[config.mk]
export PLATFORM = sky130hd
export DESIGN_NAME = prbs_top
export DESIGN_NICKNAME = d
export VERILOG_FILES = /design/src/design/prbs_pkg.sv /design/src/design/prbs_7_64b.sv /design/src/design/prbs_gen.sv /design/src/design/prbs_check.sv /design/src/design/prbs_err_count.sv /design/src/design/prbs_top.sv
export SDC_FILE = /design/constraint.sdc
export NUM_CORES = 1
export LEC_CHECK = 0
export BUFFER_PORTS_ARGS = -buffer_cell sky130_fd_sc_hd__buf_2
export CAP_MARGIN = 20
export CORE_MARGIN = 2
export CORE_UTILIZATION = 25
export CTS_CLUSTER_SIZE = 12
export DETAILED_ROUTE_END_ITERATION = 10
export GPL_TIMING_DRIVEN = 0
export PLACE_DENSITY = 0.45
export SLEW_MARGIN = 20
export SYNTH_ARGS = -nofsm -noshare
export SYNTH_HDL_FRONTEND = slang
export SYNTH_SLANG_ARGS = --single-unit
[constraint.sdc]
create_clock -name clk -period 7.4 [get_ports clk]
set_input_delay 1.48 -clock clk [delete_from_list [all_inputs] [get_ports clk]]
set_output_delay 1.48 -clock clk [all_outputs]
set_load 0.05 [all_outputs]
[src/design/prbs_pkg.sv]
// PRBS7 only (x^7 + x^6 + 1), 64-bit words, non-inverted pattern, 32-bit wrapping counters
`default_nettype none

package prbs_pkg;

    localparam int WORD_WIDTH = 64;
    localparam int PRBS_ORDER = 7;

    typedef logic [WORD_WIDTH-1:0] prbs_word_t;
    typedef logic [PRBS_ORDER-1:0] prbs_state_t;
    typedef logic [6:0]            bit_count_t;   // 0 to 64 differing bits
    typedef logic [31:0]           err_count_t;

    // Generator state after reset
    localparam prbs_state_t PRBS_SEED = '1;

    // Lock hysteresis in words
    localparam int LOCK_GOOD_WORDS = 4;
    localparam int LOSS_BAD_WORDS  = 4;

    typedef enum logic {
        HUNT,
        LOCKED
    } chk_state_t;

endpackage

`default_nettype wire

[src/design/prbs_7_64b.sv]
// Pure combinational 64-step PRBS7 advance; only prbs_q[6:0] is read, prbs_d[6:0] is the next state
`default_nettype none
`timescale 1ns/100ps

module prbs_7_64b
    import prbs_pkg::*;
(
    input  prbs_word_t prbs_q,
    output prbs_word_t prbs_d
);

    prbs_state_t lfsr;    // Running state while unrolling
    logic        fb;

    // Unrolls to the fixed xor network, oldest bit lands in prbs_d[63]
    always_comb begin
        lfsr   = prbs_q[PRBS_ORDER-1:0];
        fb     = 1'b0;
        prbs_d = '0;
        for (int i = WORD_WIDTH - 1; i >= 0; i--) begin
            fb        = lfsr[6] ^ lfsr[5];   // x^7 + x^6 + 1
            prbs_d[i] = fb;
            lfsr      = {lfsr[PRBS_ORDER-2:0], fb};
        end
    end

endmodule

`default_nettype wire

[src/design/prbs_gen.sv]
// One word per tx_enable cycle, 1-cycle latency; injection flips bit 0 of the output word only
`default_nettype none
`timescale 1ns/100ps

module prbs_gen
    import prbs_pkg::*;
(
    input  logic       clk,
    input  logic       reset,
    input  logic       tx_enable,
    input  logic       inject_error,
    output prbs_word_t tx_data,
    output logic       tx_valid
);

    prbs_state_t state;
    prbs_word_t  next_word;

    prbs_7_64b i_prbs_7_64b (
        .prbs_q ({{(WORD_WIDTH - PRBS_ORDER){1'b0}}, state}),
        .prbs_d (next_word)
    );

    always_ff @(posedge clk) begin
        if (reset) begin
            state    <= PRBS_SEED;
            tx_valid <= 1'b0;
        end else begin
            tx_valid <= tx_enable;
            if (tx_enable) begin
                state <= next_word[PRBS_ORDER-1:0];   // Clean word, never the injected one
            end
        end
    end

    always_ff @(posedge clk) begin
        if (tx_enable) begin
            tx_data <= next_word ^ prbs_word_t'(inject_error);
        end
    end

endmodule

`default_nettype wire

[src/design/prbs_check.sv]
// First word after reset only seeds the reference; an error in bits 6:0 also hits the next word
`default_nettype none
`timescale 1ns/100ps

module prbs_check
    import prbs_pkg::*;
(
    input  logic       clk,
    input  logic       reset,
    input  prbs_word_t rx_data,
    input  logic       rx_valid,
    output bit_count_t bit_errors,
    output logic       err_valid,
    output logic       locked
);

    prbs_state_t ref_state;    // Low bits of last received word
    logic        ref_valid;
    prbs_word_t  predicted;
    prbs_word_t  diff;
    bit_count_t  diff_count;
    logic        word_err;
    logic        compare;
    chk_state_t  chk_state;
    logic [2:0]  good_run;
    logic [2:0]  bad_run;

    prbs_7_64b i_prbs_7_64b (
        .prbs_q ({{(WORD_WIDTH - PRBS_ORDER){1'b0}}, ref_state}),
        .prbs_d (predicted)
    );

    assign diff       = rx_data ^ predicted;
    assign diff_count = bit_count_t'($countones(diff));
    assign word_err   = |diff;
    assign compare    = rx_valid && ref_valid;
    assign locked     = (chk_state == LOCKED);

    always_ff @(posedge clk) begin
        if (reset) begin
            ref_valid <= 1'b0;
            err_valid <= 1'b0;
            chk_state <= HUNT;
            good_run  <= '0;
            bad_run   <= '0;
        end else begin
            err_valid <= compare && word_err && (chk_state == LOCKED);
            if (rx_valid) begin
                ref_valid <= 1'b1;
            end
            if (compare) begin
                if (word_err) begin
                    good_run <= '0;
                    if (chk_state == LOCKED) begin
                        if (bad_run == 3'(LOSS_BAD_WORDS - 1)) begin
                            chk_state <= HUNT;   // Lost sync
                            bad_run   <= '0;
                        end else begin
                            bad_run <= bad_run + 3'd1;
                        end
                    end
                end else begin
                    bad_run <= '0;
                    if (chk_state == HUNT) begin
                        if (good_run == 3'(LOCK_GOOD_WORDS - 1)) begin
                            chk_state <= LOCKED;
                            good_run  <= '0;
                        end else begin
                            good_run <= good_run + 3'd1;
                        end
                    end
                end
            end
        end
    end

    // Reference follows the word as received, errors included
    always_ff @(posedge clk) begin
        if (rx_valid) begin
            ref_state <= rx_data[PRBS_ORDER-1:0];
        end
        if (compare) begin
            bit_errors <= diff_count;
        end
    end

endmodule

`default_nettype wire

[src/design/prbs_err_count.sv]
// Both counters wrap at 2^32; clear_counts wins over a same-cycle update
`default_nettype none
`timescale 1ns/100ps

module prbs_err_count
    import prbs_pkg::*;
(
    input  logic       clk,
    input  logic       reset,
    input  bit_count_t bit_errors,
    input  logic       err_valid,
    input  logic       clear_counts,
    output err_count_t error_count,
    output err_count_t error_word_count
);

    always_ff @(posedge clk) begin
        if (reset) begin
            error_count      <= '0;
            error_word_count <= '0;
        end else if (clear_counts) begin
            error_count      <= '0;
            error_word_count <= '0;
        end else if (err_valid) begin
            error_count      <= error_count + err_count_t'(bit_errors);
            error_word_count <= error_word_count + err_count_t'(1);
        end
    end

endmodule

`default_nettype wire

[src/design/prbs_top.sv]
// Loopback from tx_data to rx_data is closed outside; no back-pressure on either side
`default_nettype none
`timescale 1ns/100ps

module prbs_top
    import prbs_pkg::*;
(
    input  logic       clk,
    input  logic       reset,
    input  logic       tx_enable,
    input  logic       inject_error,
    output prbs_word_t tx_data,
    output logic       tx_valid,
    input  prbs_word_t rx_data,
    input  logic       rx_valid,
    input  logic       clear_counts,
    output logic       locked,
    output err_count_t error_count,
    output err_count_t error_word_count
);

    bit_count_t bit_errors;
    logic       err_valid;

    prbs_gen i_prbs_gen (
        .clk          (clk),
        .reset        (reset),
        .tx_enable    (tx_enable),
        .inject_error (inject_error),
        .tx_data      (tx_data),
        .tx_valid     (tx_valid)
    );

    prbs_check i_prbs_check (
        .clk        (clk),
        .reset      (reset),
        .rx_data    (rx_data),
        .rx_valid   (rx_valid),
        .bit_errors (bit_errors),
        .err_valid  (err_valid),
        .locked     (locked)
    );

    prbs_err_count i_prbs_err_count (
        .clk              (clk),
        .reset            (reset),
        .bit_errors       (bit_errors),
        .err_valid        (err_valid),
        .clear_counts     (clear_counts),
        .error_count      (error_count),
        .error_word_count (error_word_count)
    );

endmodule

`default_nettype wire

==> impl_metrics.tcl <==
set metrics [dict create \
    outcome "completed" \
    ys_seq_area_frac 0.3605 \
    worstHoldStart "i_prbs_check.good_run[2]" \
    met1Wirelength_um 13470 \
    syn_area_um2 10990 \
    area_growth_pct 22.26 \
    r2r-end "i_prbs_check.bit_errors[5]" \
    nets 1508 \
    vias 7773 \
    cts_root_buf "clkbuf_16" \
    rows 76 \
    initial_core_util 0.2541 \
    dpl.hpwl_um 22880 \
    wl_met2_um 13300 \
    wl_met3_um 1029 \
    arrival_ps 7290 \
    async_flop_share 0 \
    period_minus_slack_ps 7100 \
    overflow 0 \
    ys_ff_latch 159 \
    synth-edff-count 78 \
    worst_setup_path_start_kind "primary input" \
    core_area_um2 43270 \
    drv_slew 0 \
    drt-pass1-iter-count 4 \
    multi_input_area_um2 6188 \
    postSynthAreaPerCell_um2 10.28 \
    reg2reg_depth 21 \
    fill_cells 4540 \
    drive_gt1_frac 0.2077 \
    min_path_type "flop to flop" \
    routedWlPerCell_um 14.88 \
    synth_cell_types 54 \
    setup_viol_count_final 0 \
    grt_max_degree 50 \
    place_ws_ps -202.2 \
    synth_common_cells "inv_1 (189), xnor2_1 (142), xor2_1 (92)" \
    finClkSkew_ps 15.44 \
    tightestPinTransition_ps 1003 \
    antenna_found_initial 0 \
    max_slew_margin 0.3263 \
    dieHeight_um 213.7 \
    clk_pin_slew_ps 70 \
    endpoint_kind "flop" \
    drt_iter0_drc 314 \
    grt_pass1_vias 8041 \
    hold_viol 0 \
    ys.flop_type "dfxtp_1" \
    grt_usage 0.1257 \
    clock.fmax_ghz 0.1408 \
    rsz0062_at_grt "false" \
    path_class "primary input to flop" \
    ys_warn_count 0 \
    die_x_um 213.7 \
    numCtsBuffers 17 \
    holdPathStages 1 \
    io-pin-count 200 \
    r2r_start "i_prbs_check.ref_state[6]" \
    cts_tree "yes" \
    crit_required_ps 7590 \
    top_layer "met4" \
    synth_top_area_cell "edfxtp_1" \
    synth_nets 1286 \
    min_to "i_prbs_check.good_run[2]" \
    cts_buffer_depth 2 \
    synth_top_area_frac 0.2130 \
    design_area_um2 13440 \
    period_share 0.9595 \
    drv_cap 0 \
    synthCells 1070 \
    htreeDepth 4 \
    place_congestion 0.8108 \
    ys_top_cells_by_area "edfxtp_1 (21%), dfxtp_1 (15%), xnor2_1 (11%)" \
    placed_cell_area_um2 12750 \
    totalWireLength_um 28130 \
    numClockSinks 159 \
    r2r_setup_slack_ps 340 \
    finalSetupTns_ps 0 \
    setup_ws_ps 299.9 \
    num_antenna_cells 0 \
    cp_max_fo 2 \
    clkLatencyLatePin_ps 450 \
    grt_pass1_wl_um 43770 \
    vias_per_cell 4.113 \
    yosysMostFrequentCell "inv_1" \
    die_area_um2 45670 \
    numPortBuffers 199 \
    drc 0 \
    ff_latch_area_um2 3964 \
    ant_nets 0 \
]
==> metal layers <==
layer	global-route usage	vias up
li1	-	3884
met1	0.1702	3710
met2	0.2078	162
met3	0.01992	17
met4	0.03496	0
met5	0	-
==> layout by cell type (no fill, tap or decap), types with 11 or more instances in the layout <==
| master | n |
|---|---|
| clkbuf_16 | 17 |
| a21oi_1 | 30 |
| o21ai_0 | 24 |
| edfxtp_1 | 78 |
| dfxtp_1 | 81 |
| buf_2 | 207 |
| nand4_1 | 30 |
| xnor2_1 | 141 |
| xor2_1 | 91 |
| clkbuf_1 | 14 |
| inv_1 | 189 |
| nand3_1 | 23 |
| nand2_1 | 34 |
| nor2_1 | 55 |
| or3_1 | 14 |
| ha_1 | 85 |
| fa_1 | 61 |
| nor3_1 | 11 |
==> cells by family (layout without fill, tap and decap cells) <==
kind of cell / count (synthesis) / count (layout) / share of synthesized area
compound gates: 87 / 87 / 0.04985
xor+xnor: 239 / 239 / 0.1948
fa+ha+maj: 146 / 146 / 0.2078
buf+inv: 224 / 459 / 0.08000
flops: 159 / 159 / 0.3605
mux: 8 / 8 / 0.007284
simple gates: 207 / 207 / 0.09969
==> flip-flops by register name, summed over array words and instances (netlist names) <==
register,count
i_prbs_err_count.error_word_count,32
i_prbs_gen.tx_valid,1
i_prbs_gen.state,7
i_prbs_err_count.error_count,32
i_prbs_check.good_run,3
i_prbs_check.bad_run,3
i_prbs_check.ref_state,7
i_prbs_check.locked,1
i_prbs_check.ref_valid,1
i_prbs_check.bit_errors,7
i_prbs_gen.tx_data,64
i_prbs_check.err_valid,1
==> stage by stage <==
stage,instances,hold slack (ps),utilization
CTS,1887,468.5,0.3095
global placement,1854,453.2,0.2940
detailed placement,1855,458.4,0.2947
finish,1890,464.7,0.3107
global route,1890,494.0,0.3107
floorplan,1070,437.8,-
==> final cells by class <==
type	instances	area share
Multi-Input combinational cell	687	0.4604
Sequential cell	159	0.2949
Timing Repair Buffer	203	0.07800
Tap cell	585	0.05445
Inverter	190	0.05306
Clock buffer	17	0.03165
Clock inverter	15	0.01499
Buffer	34	0.01257
==> how the worst max path moves through the flow <==
stage,slack [ps],endpoint,cells after the start,from
4_1_cts,120,i_prbs_check.bit_errors[5],21,i_prbs_check.ref_state[2]
5_1_grt,30,i_prbs_check.bit_errors[5],21,i_prbs_check.ref_state[6]
6_report,300,i_prbs_check.bit_errors[5],20,rx_data[12]
2_1_floorplan,310,i_prbs_check.bit_errors[5],20,rx_data[13]
3_5_place_dp,-200,i_prbs_check.bit_errors[5],21,rx_data[15]
3_3_place_gp,-190,i_prbs_check.bit_errors[5],21,rx_data[15]
==> critical path, cell delays in order <==
cell and delay [ps]:
buf_2 100, xnor2_1 150, xor2_1 360, ha_1 320, fa_1 500, fa_1 560
inv_1 60, fa_1 530, inv_1 60, fa_1 530, inv_1 60, fa_1 450
fa_1 500, fa_1 540, inv_1 40, ha_1 210, fa_1 410, a21o_1 190
a21oi_1 160, xnor2_1 90
==> repair_timing <==
item	4_1_cts	5_1_grt
pin swaps	0	1
setup endpoints to repair	1	2
setup buffers	0	3
resized for setup	1	4
hold endpoints to repair	0	0
hold buffers	0	0
Power is left out: the tool's default activity adds up to more than one toggle a clock period on the data nets, which glitch-free logic cannot reach.
